==> config.mk <==
export PLATFORM = sky130hd
export DESIGN_NAME = rename_alloc_decode
export DESIGN_NICKNAME = d
export VERILOG_FILES = /design/src/rtl/rename_pkg.sv /design/src/rtl/commit_pkg.sv /design/src/rtl/rename_alloc_decode.sv
export VERILOG_INCLUDE_DIRS = /design/src /design/src/include
export SDC_FILE = /design/constraint.sdc
export NUM_CORES = 1
export LEC_CHECK = 0
export BUFFER_PORTS_ARGS = -buffer_cell sky130_fd_sc_hd__buf_2
export CORE_AREA = 2 2 39 41
export DETAILED_ROUTE_END_ITERATION = 6
export DIE_AREA = 0 0 41 43
export PLACE_DENSITY = 0.75
export SYNTH_ARGS = -nofsm -noshare
export SYNTH_HDL_FRONTEND = slang
export SYNTH_SLANG_ARGS = --single-unit
==> constraint.sdc <==
create_clock -name vclk -period 2.5
set_input_delay 0.375 -clock vclk [all_inputs]
set_output_delay 0.375 -clock vclk [all_outputs]
set_load 0.02 [all_outputs]
==> src/include/rename_params.svh <==
// ------------------------------------------------------------
// Rename map parameters
// ------------------------------------------------------------
`ifndef RENAME_PARAMS_SVH
`define RENAME_PARAMS_SVH

// Instructions per dispatch group.
// The commit group has the same width.
`define RN_DISP_SIZE 2

// Architectural registers in each class.
// Both GPR and FPR have 32 entries.
`define RN_ARCH_REGS 32

// Physical rnids in each class.
// The first RN_ARCH_REGS rnids hold the reset mapping,
// and the rest start out in the free list.
`define RN_RNID_SIZE 64

`endif
==> src/rtl/rename_pkg.sv <==
// ------------------------------------------------------------
// Rename types
// ------------------------------------------------------------
`include "rename_params.svh"

package rename_pkg;

  // Register class.
  typedef enum logic {
    GPR = 1'b0,
    FPR = 1'b1
  } reg_typ_t;

  localparam int RNID_W   = $clog2(`RN_RNID_SIZE);
  localparam int REGIDX_W = $clog2(`RN_ARCH_REGS);

  typedef logic [RNID_W-1:0]   rnid_t;
  typedef logic [REGIDX_W-1:0] regidx_t;

  // One dispatched instruction.
  typedef struct packed {
    logic     valid;
    logic     rd_valid;
    reg_typ_t rd_typ;
    regidx_t  rd_regidx;
    reg_typ_t rs1_typ;
    regidx_t  rs1_regidx;
    reg_typ_t rs2_typ;
    regidx_t  rs2_regidx;
  } disp_slot_t;

  // Slot 0 is the oldest in the group.
  typedef disp_slot_t [`RN_DISP_SIZE-1:0] disp_grp_t;

  // Rename result, one rnid of each kind per slot.
  typedef struct packed {
    rnid_t [`RN_DISP_SIZE-1:0] rd_rnid;
    rnid_t [`RN_DISP_SIZE-1:0] old_rd_rnid;
    rnid_t [`RN_DISP_SIZE-1:0] rs1_rnid;
    rnid_t [`RN_DISP_SIZE-1:0] rs2_rnid;
  } rename_res_t;

  // Allocation mask of one class.
  typedef struct packed {
    logic [`RN_DISP_SIZE-1:0] valid;
  } alloc_req_t;

endpackage

==> src/rtl/commit_pkg.sv <==
// ------------------------------------------------------------
// Commit types
// ------------------------------------------------------------
`include "rename_params.svh"

package commit_pkg;

  // Exception kind of a commit group.
  // A silent flush still retires the excepting instruction.
  typedef enum logic [1:0] {
    EXC_SILENT_FLUSH = 2'd0,
    EXC_REPLAY       = 2'd1,
    EXC_TRAP         = 2'd2
  } except_t;

  // Commit notification, one strobe per group.
  typedef struct packed {
    logic                                           commit;
    logic                     [`RN_DISP_SIZE-1:0]   rnid_valid;
    rename_pkg::reg_typ_t     [`RN_DISP_SIZE-1:0]   rd_typ;
    rename_pkg::regidx_t      [`RN_DISP_SIZE-1:0]   rd_regidx;
    rename_pkg::rnid_t        [`RN_DISP_SIZE-1:0]   rd_rnid;
    logic                     [`RN_DISP_SIZE-1:0]   dead_id;
    logic                     [`RN_DISP_SIZE-1:0]   except_valid;
    except_t                                        except_type;
  } cmt_rnid_upd_t;

  // Rnids going back to one class's free list.
  // Valid slots are pushed in slot order.
  typedef struct packed {
    logic              [`RN_DISP_SIZE-1:0] valid;
    rename_pkg::rnid_t [`RN_DISP_SIZE-1:0] rnid;
  } release_t;

endpackage

==> src/rtl/rename_alloc_decode.sv <==
// ------------------------------------------------------------
// Rename allocation decode
// ------------------------------------------------------------
`timescale 1ns/100ps
`include "rename_params.svh"

module rename_alloc_decode (
  input  rename_pkg::disp_grp_t     i_disp,
  input  commit_pkg::cmt_rnid_upd_t i_commit,
  input  logic                      i_gpr_enough,
  input  logic                      i_fpr_enough,
  output rename_pkg::alloc_req_t    o_gpr_alloc,
  output rename_pkg::alloc_req_t    o_fpr_alloc,
  output logic                      o_ready
);

  logic                     w_flush;
  logic [`RN_DISP_SIZE-1:0] w_rd_alloc;

  // Any excepting slot in a commit group flushes.
  assign w_flush = i_commit.commit & (|i_commit.except_valid);

  // Dispatch stalls on a flush or a short free list.
  // Either class can hold the group back.
  assign o_ready = !w_flush & i_gpr_enough & i_fpr_enough;

  always_comb begin
    for (int i = 0; i < `RN_DISP_SIZE; i++) begin
      // Destination needs a fresh rnid.
      // x0 is hardwired and never allocates.
      w_rd_alloc[i] = i_disp[i].valid & i_disp[i].rd_valid &
                      !((i_disp[i].rd_typ == rename_pkg::GPR) &&
                        (i_disp[i].rd_regidx == '0));

      // Split by class, dropped when not ready.
      o_gpr_alloc.valid[i] = o_ready & w_rd_alloc[i] &
                             (i_disp[i].rd_typ == rename_pkg::GPR);
      o_fpr_alloc.valid[i] = o_ready & w_rd_alloc[i] &
                             (i_disp[i].rd_typ == rename_pkg::FPR);
    end
  end

endmodule

==> impl_results.md <==
- CP bufs+invs: 2
- CP max FO: 1
- Vias in the first global route: 180
- Cts hold-fix bufs: 0
- Area Overhead vs Synth: 203%
- Area share of xor/xnor cells in the synthesized design: 0%
- Avg Cell Area, Syn: 4.92 um^2
- Initial antenna violation count: 0
- Seq/Total Area, Yosys: 0%
- CP dominant cell by count: buf_2
- Vias: about 210
- Largest net degree at the start of global routing: 6
- Post-DP Area: 224 um^2
- Final std cells w/o fill: 57
- Routability Congestion: 0.719
- Minimum clock period: 1.69 ns
- WP data arrival: 1.31 ns
- Layout cells sized above 1: 63.4%
- Number of I/O pins: 80
- Worst Max-Slew Pin Slew: 0.192 ns
- DP Cell Count: 57
- Post-CTS Resized: 0
- Compound-Gate Fraction of Synth Area: roughly 20%
- Total track usage: around 4.6%
- Crit path depth: 5
- Diodes inserted: 0
- Fin crit share: 67.4%
- Fin Setup TNS: 0 ns
- Status: finished clean
- Vias per cell: 3.65
- Row count: 14
- CP startpoint kind: primary input
- Worst stage delay on the critical path: around 0.5 ns
- Critical path, cell by cell: buf_2 > or4_1 > o21ai_1 > nor3_1 > buf_2
- Nets: 118
- Max-Cap Viols: 0
- Die area: between 1500 and 2000 um^2
- Core Area: 1380 um^2
- Worst IR Drop VDD: 0.0232 mV
- Buffer count from post-CTS setup fixing: 0
- Clock buf count: 0
- Post-Syn Nets: 90
- CP Capture Type: output pin
- Post-synth cell types: 7
- Hold path cells: 4
- Mapped cell area: 73.8 um^2
- Worst path slowest cell: or4_1
- Kind of critical path: in2out
- Top Family by Delay on Critical Path: simple AND/OR/NAND/NOR gates
- DP Worst Slack: 0.803 ns
- Largest family of logic cells by synthesized area: simple AND/OR/NAND/NOR gates
- Hold slack: roughly 1.1 ns
- Mux cell area share after synthesis: 0%
- Gr ovfl total: 0
- Initial core utilization: 5.33%
- Die width: 41 um
- WL/cell: 7.82 um
- Worst Hold Class: in2out
- Leakage: 0.142 nW
- Pwr Density: 110 nW/um^2
- DRT Pass-1 Iters: 1
- Adder-Cell Fraction of Synth Area: 0%
- Seq cells: 0
- Fin. max-slew vios: 0
- First-pass GRT wire length: 593 um
- Synth warn: 0
- # setup viols final: 0
- DRC: 0
- FF+latch area: 0 um^2
- Req. time, crit path: 2.12 ns
- Hold Vio Cnt, Final: 0
- Simple-Gate Fraction of Synth Area: 64.4%
- Post-route cell area: 224 um^2
- RSZ-0062 raised after global routing: no
- I/O Buffers: 26
- Max Fclk: 593 MHz
- Slew margin rel.: between 80% and 90%
- Fin util: 16.2%
- Final ANT Viol Nets: 0
- Final WL: 446 um
- Initial DRC Count: 0
- Cell count after synthesis: 15
- Die Y: 43 um
- Final worst slack: 0.814 ns
- Tot Pwr: 0.0247 mW
## worst paths after layout
kind | start | endpoint
setup / recovery | i_disp[13] | o_gpr_alloc[0]
hold / removal | i_disp[37] | o_fpr_alloc[1]
## power by group
part	switching, mW	internal, mW	total (mW)
logic	0.0101	0.0146	0.0247
registers	0	0	0
clock network	0	0	0
total	0.0101	0.0146	0.0247
## synthesized netlist by cell type, drive strengths merged
master | n | area [um^2]
nor3 | 4 | 20.0
inv | 3 | 11.3
o21ai | 3 | 15.0
nand2 | 2 | 7.51
or4 | 2 | 15.0
nand3 | 1 | 5.00
## kinds of logic (layout without fill, tap and decap cells)
family / count (synthesis) / after routing
AND/OR/NAND/NOR: 9 / 9
buffers and inverters: 3 / 29
AO/OA/AOI/OAI: 3 / 3
## tightest hold or removal path, delay by kind of cell
kind	cells	cell delay, ns
buffers and inverters	3	0.31
and+or+nand+nor	1	0.05
## layout make-up
class                           instances  area [um^2]
Fill cell                             167         1160
Timing Repair Buffer                   26          130
Multi-Input combinational cell         12         62.6
Tap cell                               16         20.0
Inverter                                3         11.3
## metal layers
metal  vias to the layer above  global-route usage [%]  part of all wire, %
met5                         -                       0                    0
met4                         0                       0                    0
met3                         0                    1.57                   28
met2                        26                    7.19                   32
met1                        73                    6.33                   40
li1                        109                       -                    -
## cells in the final DEF, fill, tap and decap left out, drive strengths merged
cell type and n:
o21ai 3, nand2 2, or4 2, buf 26, inv 3, nor3 4
nand3 1
No activity file was read; power rests on OpenSTA's default activity.
