## src/include/rename_params.svh

```systemverilog
// ------------------------------------------------------------
// Rename map parameters
// ------------------------------------------------------------
`ifndef RENAME_PARAMS_SVH
`define RENAME_PARAMS_SVH

// Instructions per dispatch group.
// The commit group has the same width.
`define RN_DISP_SIZE 2

// Architectural registers in each class.
// Both GPR and FPR have 32 entries.
`define RN_ARCH_REGS 32

// Physical rnids in each class.
// The first RN_ARCH_REGS rnids hold the reset mapping,
// and the rest start out in the free list.
`define RN_RNID_SIZE 64

`endif
```

## src/rtl/rename_pkg.sv

```systemverilog
// ------------------------------------------------------------
// Rename types
// ------------------------------------------------------------
`include "rename_params.svh"

package rename_pkg;

  // Register class.
  typedef enum logic {
    GPR = 1'b0,
    FPR = 1'b1
  } reg_typ_t;

  localparam int RNID_W   = $clog2(`RN_RNID_SIZE);
  localparam int REGIDX_W = $clog2(`RN_ARCH_REGS);

  typedef logic [RNID_W-1:0]   rnid_t;
  typedef logic [REGIDX_W-1:0] regidx_t;

  // One dispatched instruction.
  typedef struct packed {
    logic     valid;
    logic     rd_valid;
    reg_typ_t rd_typ;
    regidx_t  rd_regidx;
    reg_typ_t rs1_typ;
    regidx_t  rs1_regidx;
    reg_typ_t rs2_typ;
    regidx_t  rs2_regidx;
  } disp_slot_t;

  // Slot 0 is the oldest in the group.
  typedef disp_slot_t [`RN_DISP_SIZE-1:0] disp_grp_t;

  // Rename result, one rnid of each kind per slot.
  typedef struct packed {
    rnid_t [`RN_DISP_SIZE-1:0] rd_rnid;
    rnid_t [`RN_DISP_SIZE-1:0] old_rd_rnid;
    rnid_t [`RN_DISP_SIZE-1:0] rs1_rnid;
    rnid_t [`RN_DISP_SIZE-1:0] rs2_rnid;
  } rename_res_t;

  // Allocation mask of one class.
  typedef struct packed {
    logic [`RN_DISP_SIZE-1:0] valid;
  } alloc_req_t;

endpackage

```

## src/rtl/commit_pkg.sv

```systemverilog
// ------------------------------------------------------------
// Commit types
// ------------------------------------------------------------
`include "rename_params.svh"

package commit_pkg;

  // Exception kind of a commit group.
  // A silent flush still retires the excepting instruction.
  typedef enum logic [1:0] {
    EXC_SILENT_FLUSH = 2'd0,
    EXC_REPLAY       = 2'd1,
    EXC_TRAP         = 2'd2
  } except_t;

  // Commit notification, one strobe per group.
  typedef struct packed {
    logic                                           commit;
    logic                     [`RN_DISP_SIZE-1:0]   rnid_valid;
    rename_pkg::reg_typ_t     [`RN_DISP_SIZE-1:0]   rd_typ;
    rename_pkg::regidx_t      [`RN_DISP_SIZE-1:0]   rd_regidx;
    rename_pkg::rnid_t        [`RN_DISP_SIZE-1:0]   rd_rnid;
    logic                     [`RN_DISP_SIZE-1:0]   dead_id;
    logic                     [`RN_DISP_SIZE-1:0]   except_valid;
    except_t                                        except_type;
  } cmt_rnid_upd_t;

  // Rnids going back to one class's free list.
  // Valid slots are pushed in slot order.
  typedef struct packed {
    logic              [`RN_DISP_SIZE-1:0] valid;
    rename_pkg::rnid_t [`RN_DISP_SIZE-1:0] rnid;
  } release_t;

endpackage

```

## src/rtl/rename_commit_map.sv

```systemverilog
// ------------------------------------------------------------
// Committed rename map
// ------------------------------------------------------------
`timescale 1ns/100ps
`include "rename_params.svh"

module rename_commit_map #(
  parameter rename_pkg::reg_typ_t REG_TYPE = rename_pkg::GPR
) (
  input  logic                      i_clk,
  input  logic                      i_reset_n,
  input  commit_pkg::cmt_rnid_upd_t i_commit,
  output rename_pkg::rnid_t         o_commit_map_next [`RN_ARCH_REGS],
  output logic                      o_flush,
  output commit_pkg::release_t      o_release
);

  rename_pkg::rnid_t r_map [`RN_ARCH_REGS];
  rename_pkg::rnid_t w_map_next [`RN_ARCH_REGS];

  logic [`RN_DISP_SIZE-1:0]                      w_mine;
  logic [`RN_DISP_SIZE-1:0]                      w_dead;
  logic [`RN_DISP_SIZE-1:0]                      w_record;
  commit_pkg::release_t                          w_release;
  logic [`RN_DISP_SIZE-1:0]                      r_rel_valid;
  rename_pkg::rnid_t [`RN_DISP_SIZE-1:0]         r_rel_rnid;

  assign o_flush = i_commit.commit & (|i_commit.except_valid);

  always_comb begin
    w_map_next = r_map;
    w_release  = '0;
    for (int i = 0; i < `RN_DISP_SIZE; i++) begin
      // Committed destination of this class.
      w_mine[i] = i_commit.commit & i_commit.rnid_valid[i] &
                  (i_commit.rd_typ[i] == REG_TYPE);
      // Only a silent flush keeps the excepting slot alive.
      w_dead[i] = i_commit.dead_id[i] |
                  (i_commit.except_valid[i] &
                   (i_commit.except_type != commit_pkg::EXC_SILENT_FLUSH));
      w_record[i] = w_mine[i] & !w_dead[i] &
                    !((REG_TYPE == rename_pkg::GPR) && (i_commit.rd_regidx[i] == '0));

      if (w_record[i]) begin
        // Free the mapping being replaced.
        // Sees slot 0's write when both hit the same rd.
        w_release.valid[i] = 1'b1;
        w_release.rnid[i]  = w_map_next[i_commit.rd_regidx[i]];
        w_map_next[i_commit.rd_regidx[i]] = i_commit.rd_rnid[i];
      end else if (w_mine[i] && w_dead[i]) begin
        // Never became architectural, give back its own rnid.
        w_release.valid[i] = 1'b1;
        w_release.rnid[i]  = i_commit.rd_rnid[i];
      end
    end
  end

  assign o_commit_map_next = w_map_next;

  for (genvar r = 0; r < `RN_ARCH_REGS; r++) begin : g_map
    if ((REG_TYPE == rename_pkg::GPR) && (r == 0)) begin : g_x0
      assign r_map[r] = '0;
    end else begin : g_reg
      always_ff @(posedge i_clk, negedge i_reset_n) begin
        if (!i_reset_n) begin
          r_map[r] <= rename_pkg::rnid_t'(r);
        end else begin
          r_map[r] <= w_map_next[r];
        end
      end
    end
  end

  // Release goes out one cycle after the commit strobe.
  always_ff @(posedge i_clk, negedge i_reset_n) begin
    if (!i_reset_n) begin
      r_rel_valid <= '0;
    end else begin
      r_rel_valid <= w_release.valid;
    end
  end

  always_ff @(posedge i_clk) begin
    r_rel_rnid <= w_release.rnid;
  end

  assign o_release.valid = r_rel_valid;
  assign o_release.rnid  = r_rel_rnid;

endmodule

```

## config.mk

```make
export PLATFORM = sky130hd
export DESIGN_NAME = rename_commit_map
export DESIGN_NICKNAME = d
export VERILOG_FILES = /design/src/rtl/rename_pkg.sv /design/src/rtl/commit_pkg.sv /design/src/rtl/rename_commit_map.sv
export VERILOG_INCLUDE_DIRS = /design/src /design/src/include
export SDC_FILE = /design/constraint.sdc
export NUM_CORES = 1
export LEC_CHECK = 0
export BUFFER_PORTS_ARGS = -buffer_cell sky130_fd_sc_hd__buf_2
export CAP_MARGIN = 10
export CORE_MARGIN = 10
export CORE_UTILIZATION = 25
export CTS_CLUSTER_SIZE = 12
export DETAILED_ROUTE_END_ITERATION = 10
export HOLD_SLACK_MARGIN = 0.03
export SYNTH_ARGS = -nofsm -noshare
export SYNTH_HDL_FRONTEND = slang
export SYNTH_SLANG_ARGS = --single-unit
```

## constraint.sdc

```tcl
create_clock -name i_clk -period 6.36 [get_ports i_clk]
set_clock_uncertainty 0.1 [all_clocks]
set_input_delay 1.272 -clock i_clk [delete_from_list [all_inputs] [get_ports i_clk]]
set_output_delay 1.272 -clock i_clk [all_outputs]
set_load 0.01 [all_outputs]
```

==> metrics.md <==
| Metric | Value |
|---|---|
| CTS sink cnt | 200 |
| Netlist cell types | 67 |
| Hold path startpoint | r_map[52] |
| Max Buffers Root-to-Sink | 2 |
| Vias in the first global route | 12.2k |
| Maximum number of pins on one net before global-route repair | 116 |
| Worst Path Max Fanout | 24 |
| Fillers | 5382 |
| CTS root buf | clkbuf_16 |
| Vias/cell | 5.74 |
| # rows | 82 |
| Max cap viols | 0 |
| GR met2 Demand/Resource | 34.4% |
| WP data arrival | 3920 ps |
| Clock-pin slew on the worst setup and hold paths | 70 ps |
| GR peak layer | met2 |
| Async SR Flop Fraction | 94.0% |
| Mean post-synth cell area | 9.87 sq um |
| Initial antenna violation count | 5 |
| Final-report hold violation count | 0 |
| Max-slew headroom | 11.5% |
| RD Place Congestion | 0.999 |
| Initial DRC Count | 1513 |
| Post-cts sizing count | 0 |
| CP Launch Type | primary input |
| Slew Viols, Final | 0 |
| PD cells | 227 mW/mm^2 |
| Synth Flop Type | dfrtp_1 |
| Maximum vdd drop | 0.168 mV |
| Shortest period the worst path allows | 5290 ps |
| Hold path cells | 2 |
| Status | finished clean |
| Die area | 0.0608 sq mm |
| Reg2Reg Capture Point | o_release[7] |
| Worst Path Required | 4990 ps |
| Hold_buf cts | 0 |
| Vias | 12.4k |
| Hold endpoint | r_map[52] |
| Buffers added on ports | 235 |
| Fin util | 30.2% |
| Reg2Reg Depth | 7 |
| DP Worst Slack | 1200 ps |
| Synth top area cells | dfrtp_1, dfstp_2, mux2i_1 |
| Detailed Routing Iterations Pass 1 | 6 |
| CTS tree | yes |
| Met1 usage | 28.5% |
| Synth Instances | 1301 |
| Ant diodes | 0 |
| Delay-heaviest family, CP | simple AND/OR/NAND/NOR gates |
| Gr usage total | 21.8% |
| Setup crit end kind | output pin |
| Final worst-path setup slack | 1070 ps |
| Die height | 247 microns |
| Mapped cell area | 0.0128 sq mm |
| Routed WL | 68.2 mm |
| WL/cell | 31.5 microns |
| Top cell type by total area after synthesis | dfrtp_1 |
| Hold_ws | 536 ps |
| Worst slew pin tran | 1320 ps |
| # IOs | 242 |
| Crit-path slowest cell | nor3_1 |
| Worst skew pair latency | 480 ps |
| Die Width | 247 microns |
| Total global routing overflow | 0 |
| WS Path Type | primary input to output pin |
| RSZ-0062 raised after global routing | no |
| Starting Density | 25.4% |
| H-tree Lvls | 4 |
| Routed Antenna Nets | 0 |
| Worst Hold Class | flop to flop |
| Number of synthesized flops with an enable pin | 0 |
| # setup viols final | 0 |
| Post-synthesis register bit count | 200 |
| FMAX | 189 MHz |
| CP peak stage delay | 520 ps |
| Post-CTS Setup Inserts | 0 |
| Worst path cell trace | buf_2 > nor3_1 > a21oi_1 > nand2_1 > nor3_1 > buf_4 > nand2_1 > a21oi_1 > buf_2 |
| Core Area | 0.0505 sq mm |
| Ys Warns | 0 |
| Total power | 0.00346 W |
| Commonest non-fill, non-tap cell in the layout | buf_2 |
| Worst reg2reg path startpoint | r_map[25] |
| Met3 Use GR | 5.00% |
| CTS buffer count | 17 |
| Global-route wire length before repair | 95.2 mm |
| Placed wire-length estimate | 52.1 mm |
| Crit share post-route | 83.2% |
| Bufs and invs on worst path | 3 |
| Area Growth Syn to Fin | 18.7% |
| Most frequent cells in the layout | buf_2, nor2_1, mux2i_1, a21oi_1, dfrtp_1 |
| Leak | 7.84 nW |
| TNS Setup | 0 ps |
| Sequential-to-total area share from yosys stat | 39.3% |
| R2r setup slk | 3840 ps |
| Layout Nets | 1516 |
| Drt drc | 0 |
| Synth top area share | 21.1% |
| Layout cell share with drive strength beyond 1 | 33.1% |
==> worst max path at each step <==
| stage | cells after the start | from | endpoint |
|---|---|---|---|
| 2_1_floorplan | 8 | i_commit[23] | o_commit_map_next[132] |
| 3_3_place_gp | 6 | i_commit[18] | o_commit_map_next[100] |
| 3_5_place_dp | 6 | i_commit[18] | o_commit_map_next[28] |
| 4_1_cts | 9 | i_commit[25] | o_commit_map_next[91] |
| 5_1_grt | 9 | i_commit[25] | o_commit_map_next[140] |
| 6_report | 9 | i_commit[25] | o_commit_map_next[141] |
==> synth_stat cells, drive strengths merged, types with 3 or more instances <==
cell / count
nor2: 206
mux2i: 205
a21oi: 187
dfrtp: 108
dfstp: 80
clkbuf: 76
nand2: 75
mux4: 47
buf: 45
nand4: 33
mux2: 26
o22ai: 23
a22oi: 20
a22o: 18
nor3: 14
dfxtp: 12
o21ai: 12
inv: 9
nand3: 8
a211oi: 7
nor2b: 7
o32ai: 7
and4: 6
a32oi: 5
and3b: 5
nor3b: 5
nor4: 5
and2: 4
and3: 4
a2111oi: 3
a221oi: 3
a31oi: 3
a41oi: 3
==> cells by family after synthesis <==
group | after synthesis | synth area share (%)
muxes | 278 | 26.5
AOI/OAI and AO/OA | 311 | 14.8
other | 1 | 0.0292
and+or+nand+nor | 381 | 14.8
buffers and inverters | 130 | 4.55
DFF | 200 | 39.3
==> through the flow <==
step	instance area [sq um]	cells
after floorplan	12900	1306
after global routing	15200	2166
after detailed placement	14700	2134
final	15200	2166
after global placement	14700	2134
after CTS	15200	2166
==> registers in the layout (all words and copies together), names as in the netlist <==
register,count
r_rel_valid,2
r_map,186
o_release,12
==> power breakdown <==
part / switching [W] / leakage, nW / internal (W) / total (W)
sequential: 0.0000661 / 2.40 / 0.00141 / 0.00148
combinational: 0.000574 / 5.16 / 0.000264 / 0.000838
clock: 0.000548 / 0.282 / 0.000595 / 0.00114
total: 0.00119 / 7.84 / 0.00227 / 0.00346
==> metal layers <==
layer	share of wire (%)	routed length [microns]
met1	41	27900
met2	46	31200
met3	9.4	6400
met4	3.8	2620
met5	0.057	39
==> worst min-delay path, delay by kind of cell (launching register included) <==
| family | cells | cell delay [ps] |
|---|---|---|
| multiplexers | 1 | 150 |
| AO/OA/AOI/OAI | 1 | 110 |
| flip-flops | 1 | 370 |
==> layout make-up <==
type	instances	area (sq um)	share of cell area (%)
Sequential cell	200	5040	33.1
Multi-Input combinational cell	976	7230	47.4
Inverter	9	33.8	0.222
Tap cell	672	841	5.52
Clock buffer	20	447	2.93
Timing Repair Buffer	277	1510	9.92
Clock inverter	12	138	0.903
Note: power is estimated with default switching activity, not from simulation.
