--- src/include/rename_params.svh ---
// ------------------------------------------------------------
// Rename map parameters
// ------------------------------------------------------------
`ifndef RENAME_PARAMS_SVH
`define RENAME_PARAMS_SVH

// Instructions per dispatch group.
// The commit group has the same width.
`define RN_DISP_SIZE 2

// Architectural registers in each class.
// Both GPR and FPR have 32 entries.
`define RN_ARCH_REGS 32

// Physical rnids in each class.
// The first RN_ARCH_REGS rnids hold the reset mapping,
// and the rest start out in the free list.
`define RN_RNID_SIZE 64

`endif
--- src/rtl/rename_pkg.sv ---
// ------------------------------------------------------------
// Rename types
// ------------------------------------------------------------
`include "rename_params.svh"

package rename_pkg;

  // Register class.
  typedef enum logic {
    GPR = 1'b0,
    FPR = 1'b1
  } reg_typ_t;

  localparam int RNID_W   = $clog2(`RN_RNID_SIZE);
  localparam int REGIDX_W = $clog2(`RN_ARCH_REGS);

  typedef logic [RNID_W-1:0]   rnid_t;
  typedef logic [REGIDX_W-1:0] regidx_t;

  // One dispatched instruction.
  typedef struct packed {
    logic     valid;
    logic     rd_valid;
    reg_typ_t rd_typ;
    regidx_t  rd_regidx;
    reg_typ_t rs1_typ;
    regidx_t  rs1_regidx;
    reg_typ_t rs2_typ;
    regidx_t  rs2_regidx;
  } disp_slot_t;

  // Slot 0 is the oldest in the group.
  typedef disp_slot_t [`RN_DISP_SIZE-1:0] disp_grp_t;

  // Rename result, one rnid of each kind per slot.
  typedef struct packed {
    rnid_t [`RN_DISP_SIZE-1:0] rd_rnid;
    rnid_t [`RN_DISP_SIZE-1:0] old_rd_rnid;
    rnid_t [`RN_DISP_SIZE-1:0] rs1_rnid;
    rnid_t [`RN_DISP_SIZE-1:0] rs2_rnid;
  } rename_res_t;

  // Allocation mask of one class.
  typedef struct packed {
    logic [`RN_DISP_SIZE-1:0] valid;
  } alloc_req_t;

endpackage

--- src/rtl/commit_pkg.sv ---
// ------------------------------------------------------------
// Commit types
// ------------------------------------------------------------
`include "rename_params.svh"

package commit_pkg;

  // Exception kind of a commit group.
  // A silent flush still retires the excepting instruction.
  typedef enum logic [1:0] {
    EXC_SILENT_FLUSH = 2'd0,
    EXC_REPLAY       = 2'd1,
    EXC_TRAP         = 2'd2
  } except_t;

  // Commit notification, one strobe per group.
  typedef struct packed {
    logic                                           commit;
    logic                     [`RN_DISP_SIZE-1:0]   rnid_valid;
    rename_pkg::reg_typ_t     [`RN_DISP_SIZE-1:0]   rd_typ;
    rename_pkg::regidx_t      [`RN_DISP_SIZE-1:0]   rd_regidx;
    rename_pkg::rnid_t        [`RN_DISP_SIZE-1:0]   rd_rnid;
    logic                     [`RN_DISP_SIZE-1:0]   dead_id;
    logic                     [`RN_DISP_SIZE-1:0]   except_valid;
    except_t                                        except_type;
  } cmt_rnid_upd_t;

  // Rnids going back to one class's free list.
  // Valid slots are pushed in slot order.
  typedef struct packed {
    logic              [`RN_DISP_SIZE-1:0] valid;
    rename_pkg::rnid_t [`RN_DISP_SIZE-1:0] rnid;
  } release_t;

endpackage

--- src/rtl/rename_free_list.sv ---
// ------------------------------------------------------------
// Rename free list
// ------------------------------------------------------------
`timescale 1ns/100ps
`include "rename_params.svh"

module rename_free_list #(
  parameter rename_pkg::reg_typ_t REG_TYPE = rename_pkg::GPR
) (
  input  logic                                        i_clk,
  input  logic                                        i_reset_n,
  input  rename_pkg::alloc_req_t                      i_alloc,
  input  commit_pkg::cmt_rnid_upd_t                   i_commit,
  input  commit_pkg::release_t                        i_release,
  output rename_pkg::rnid_t [`RN_DISP_SIZE-1:0]       o_new_rnid,
  output logic                                        o_enough
);

  localparam int DEPTH = `RN_RNID_SIZE - `RN_ARCH_REGS;
  localparam int IDX_W = $clog2(DEPTH);
  // One extra wrap bit tells full from empty.
  localparam int PTR_W = IDX_W + 1;
  localparam int CNT_W = $clog2(`RN_DISP_SIZE + 1);

  rename_pkg::rnid_t r_entries [DEPTH];

  logic [PTR_W-1:0] r_spec_head;
  logic [PTR_W-1:0] r_cmt_head;
  logic [PTR_W-1:0] r_tail;
  logic [PTR_W-1:0] w_cmt_head_next;
  logic [PTR_W-1:0] w_free_cnt;
  logic [PTR_W-1:0] w_alloc_ptr [`RN_DISP_SIZE];
  logic [PTR_W-1:0] w_push_ptr [`RN_DISP_SIZE];
  logic [CNT_W-1:0] w_alloc_cnt;
  logic [CNT_W-1:0] w_push_cnt;
  logic [CNT_W-1:0] w_cmt_cnt;
  logic             w_flush;

  assign w_flush = i_commit.commit & (|i_commit.except_valid);

  always_comb begin
    w_alloc_cnt = '0;
    w_push_cnt  = '0;
    w_cmt_cnt   = '0;
    for (int i = 0; i < `RN_DISP_SIZE; i++) begin
      // Slot pointers skip entries taken by older slots.
      w_alloc_ptr[i] = r_spec_head + PTR_W'(w_alloc_cnt);
      w_push_ptr[i]  = r_tail + PTR_W'(w_push_cnt);
      o_new_rnid[i]  = r_entries[w_alloc_ptr[i][IDX_W-1:0]];

      w_alloc_cnt = w_alloc_cnt + CNT_W'(i_alloc.valid[i]);
      w_push_cnt  = w_push_cnt + CNT_W'(i_release.valid[i]);
      // Dead slots count too; their rnid left the list at dispatch.
      if (i_commit.commit && i_commit.rnid_valid[i] &&
          (i_commit.rd_typ[i] == REG_TYPE)) begin
        w_cmt_cnt = w_cmt_cnt + 1'b1;
      end
    end
  end

  assign w_cmt_head_next = r_cmt_head + PTR_W'(w_cmt_cnt);

  // Entries between spec head and tail are free.
  assign w_free_cnt = r_tail - r_spec_head;
  assign o_enough   = w_free_cnt >= PTR_W'(`RN_DISP_SIZE);

  // Pointer state.
  always_ff @(posedge i_clk, negedge i_reset_n) begin
    if (!i_reset_n) begin
      r_spec_head <= '0;
      r_cmt_head  <= '0;
      r_tail      <= PTR_W'(DEPTH);
    end else begin
      r_cmt_head <= w_cmt_head_next;
      r_tail     <= r_tail + PTR_W'(w_push_cnt);
      // Flush drops all uncommitted allocations.
      if (w_flush) begin
        r_spec_head <= w_cmt_head_next;
      end else begin
        r_spec_head <= r_spec_head + PTR_W'(w_alloc_cnt);
      end
    end
  end

  // Queue starts with the rnids above the reset mapping.
  always_ff @(posedge i_clk, negedge i_reset_n) begin
    if (!i_reset_n) begin
      for (int e = 0; e < DEPTH; e++) begin
        r_entries[e] <= rename_pkg::rnid_t'(`RN_ARCH_REGS + e);
      end
    end else begin
      for (int i = 0; i < `RN_DISP_SIZE; i++) begin
        if (i_release.valid[i]) begin
          r_entries[w_push_ptr[i][IDX_W-1:0]] <= i_release.rnid[i];
        end
      end
    end
  end

endmodule

--- config.mk ---
export PLATFORM = sky130hd
export DESIGN_NAME = rename_free_list
export DESIGN_NICKNAME = d
export VERILOG_FILES = /design/src/rtl/rename_pkg.sv /design/src/rtl/commit_pkg.sv /design/src/rtl/rename_free_list.sv
export VERILOG_INCLUDE_DIRS = /design/src /design/src/include
export SDC_FILE = /design/constraint.sdc
export NUM_CORES = 1
export LEC_CHECK = 0
export BUFFER_PORTS_ARGS = -buffer_cell sky130_fd_sc_hd__buf_4
export CAP_MARGIN = 40
export CORE_ASPECT_RATIO = 2
export CORE_UTILIZATION = 50
export CTS_CLUSTER_SIZE = 20
export DETAILED_ROUTE_END_ITERATION = 8
export MAX_ROUTING_LAYER = met4
export PLACE_DENSITY = 0.67
export SLEW_MARGIN = 10
export SYNTH_ARGS = -nofsm -noshare
export SYNTH_HDL_FRONTEND = slang
export SYNTH_SLANG_ARGS = --single-unit
--- constraint.sdc ---
create_clock -name i_clk -period 5.77 [get_ports i_clk]
set_clock_uncertainty 0.05 [all_clocks]
set_input_delay 1.731 -clock i_clk [delete_from_list [all_inputs] [get_ports i_clk]]
set_output_delay 1.731 -clock i_clk [all_outputs]
set_load 0.02 [all_outputs]
==> flow_metrics.py <==
metrics = {
    "routing": {
        "dr_total_vias": 10309,
        "firstDrtPassIters": 6,
        "antenna_left": 0,
        "drt_iter0_drc": 734,
        "wl_per_cell_um": 26.66,
        "drcViolationCount": 0,
        "wirelength_mm": 42.94,
        "viasPerCell": 6.399,
    },
    "clock_network": {
        "cts_buffers": 21,
        "hold_buffers": 0,
        "clk_path_buf_depth": 3,
        "clkTransAtPathRegs_ns": 0.06,
        "cts.sinks": 210,
        "post_cts_buffers": 0,
        "htree_levels": 1,
        "post_cts_resized": 0,
        "clkLatencyLatePin_ns": 0.53,
        "cts_tree": "built",
        "root_buffer": "clkbuf_16",
    },
    "placement": {
        "hpwl_mm": 30.59,
        "portBuffers": 37,
        "place.gp.congestion": 1.067,
    },
    "floorplanning": {
        "fp.dieArea_sq_um": 29880,
        "die_w_um": 122.7,
        "core_sq_um": 28740,
        "pin_count": 64,
        "num_rows": 88,
        "fp.dieH_um": 243.4,
        "initial_core_util_pct": 50.71,
    },
    "sta": {
        "fin_setup_tns_ns": 0,
        "max_slew_margin_pct": 37.01,
        "finalMaxSlewViolations": 0,
        "final.min_clock_period_ns": 5.769,
        "fin_hold_ws_ns": 0.4259,
        "rsz0062_at_grt": "true",
        "setup_viol": 0,
        "max_freq_mhz": 173.3,
        "min_period_over_period_pct": 99.98,
        "hold_viol": 0,
        "worst_slew_pin_slew_ns": 0.9370,
    },
    "setup_path": {
        "crit_path_end_kind": "output pin",
        "crit_type": "in -> out",
        "slowest_delay_ns": 0.36,
        "arrival_ns": 3.99,
        "crit_fanout": 14,
        "critPathMostFrequentCell": "buf_4",
        "crit_path_top_delay_cell": "ha_2",
        "worstPathCellList": "buf_4, ha_4, ha_2, buf_4, mux4_2, mux2_2, o22ai_1, a221oi_1, buf_4",
        "critPathRequiredTime_ns": 3.99,
        "start_kind": "input pin",
    },
    "worst_hold_path": {
        "hold_path.class": "reg -> reg",
    },
    "synth": {
        "synth_edf_count": 0,
        "ys_seq_area_share_pct": 37.03,
        "ys_types": 67,
        "yosysTopAreaCellShare_pct": 21.71,
        "syn_inst": 1227,
        "yosys.area.top_type": "mux2_2",
        "mappedNetlistArea_sq_um": 14570,
        "ys_seq_elements": 210,
        "async_flop_share_pct": 100.0,
        "ys.flop_type": "dfstp_2",
        "syn_avg_cell_area_sq_um": 11.88,
        "yosys_warnings": 0,
        "synthTopCellsByArea": "mux2_2, dfstp_2, dfrtp_1",
        "syn_nets": 1296,
    },
    "final_layout": {
        "nNetsFinal": 1305,
        "antenna_cells": 0,
        "layout-drive-gt1-share_pct": 48.84,
        "areaGrowthSynthToFinish_pct": 9.332,
        "final_common_cell": "mux2_2",
        "multi_input_area_sq_um": 8673,
        "fin_util_pct": 55.45,
        "nFillCells": 2476,
        "seq_area_sq_um": 5400,
        "final_cell_mix": "mux2_2, mux2i_1, dfstp_2, dfrtp_1, buf_4",
    },
    "grt": {
        "antenna_found_initial": 0,
        "grt_util_all_layers_pct": 30.61,
        "grt_pass1_vias": 10691,
        "gr-total-overflow": 0,
        "grt_pass1_wl_mm": 65.12,
        "grt_start_max_net_pins": 93,
    },
    "power": {
        "p_leak_nw": 6.602,
        "power.total_mw": 10.56,
        "pwr_density_cell_nw_per_um2": 662.5,
        "ir_drop_mv": 0.3700,
    },
    "run_status": {
        "run_status": "complete, no violations",
    },
    "job": {
        "cap_violations": 0,
    },
}
cells in the mapped netlist (3+ instances only):
master      n
a21oi_1    44
a221oi_1    6
a22oi_1    41
a31oi_1     7
and2_1      5
and2b_1     3
and3_1      7
buf_2      26
buf_4      17
buf_6       4
clkbuf_1   39
dfrtp_1    97
dfstp_2   113
fa_1        4
ha_1       14
inv_1      14
inv_2       3
mux2_1      9
mux2_2    281
mux2i_1   162
mux4_2     50
nand2_1    66
nand3_1    28
nand4_1     4
nor2_1     48
nor2_2     11
nor2_4     11
nor2b_1     3
nor3_1     11
nor3_2      4
nor3_4      4
nor4_2      4
o21ai_0    24
o21ai_1     4
o22ai_1     8
xnor2_1     7
xor2_1      8
final cells by class:
class                           instances  share of cell area (%)
Multi-Input combinational cell        910                   54.43
Sequential cell                       210                   33.89
Timing Repair Buffer                   76                   4.162
Clock buffer                           30                   3.698
Tap cell                              360                   2.827
Clock inverter                          8                  0.5889
Inverter                               17                  0.4005
cell families (layout without fill, tap and decap cells):
| logic type | Yosys count | count (layout) | synth area share [%] |
|---|---|---|---|
| fa+ha+maj | 18 | 18 | 1.751 |
| flops | 210 | 210 | 37.03 |
| simple gates | 225 | 225 | 8.542 |
| compound gates | 148 | 148 | 6.568 |
| buf+inv | 107 | 131 | 3.657 |
| xor+xnor | 16 | 16 | 1.090 |
| mux | 503 | 503 | 41.36 |
flip-flops by register name, summed over array words and instances (netlist names):
register,cells
r_tail,6
r_entries,192
r_cmt_head,6
r_spec_head,6
through the flow:
step / cell area [sq um] / worst slack, ns / cells
2_1_floorplan: 14570 / 0.2693 / 1227
3_3_place_gp: 15200 / 0.06445 / 1569
3_5_place_dp: 15240 / 0.06483 / 1573
4_1_cts: 15930 / 0.06285 / 1611
5_1_grt: 15930 / -0.001922 / 1611
6_report: 15930 / 0.0008815 / 1611
routing by layer:
| layer | global-route usage, % | routed length [um] | vias to the layer above |
|---|---|---|---|
| li1 | - | - | 4585 |
| met1 | 33.37 | 15530 | 5221 |
| met2 | 51.01 | 22050 | 345 |
| met3 | 2.903 | 1796 | 158 |
| met4 | 22.35 | 3563 | 0 |
| met5 | - | 0 | - |
critical path, delay by kind of cell:
kind	cells	cell delay, ns
AOI/OAI and AO/OA	2	0.44
muxes	2	0.68
buffers and inverters	3	0.61
adders and majority gates	2	0.51
report_power, final:
| group | internal (mW) | switching, mW | total [mW] | leakage [nW] |
|---|---|---|---|---|
| Combinational | 3.00 | 2.97 | 5.97 | 3.89 |
| Clock | 0.803 | 0.598 | 1.40 | 0.340 |
| Sequential | 2.48 | 0.706 | 3.19 | 2.37 |
| Total | 6.28 | 4.28 | 10.6 | 6.60 |
path summary, 6_finish.rpt:
kind	from	end	slack, ns	cells past startpoint
min in group asynchronous	i_reset_n	r_entries[57]	1.21	1
max in group asynchronous	i_reset_n	r_entries[16]	3.30	2
worst min register to register	r_cmt_head[5]	r_cmt_head[5]	0.43	1
worst max register to register	r_tail[0]	r_entries[163]	2.80	5
worst min-delay path	r_cmt_head[5]	r_cmt_head[5]	0.43	1
worst max-delay path	i_alloc[0]	o_new_rnid[6]	0.0009	9
(Power assumes the default switching activity.)
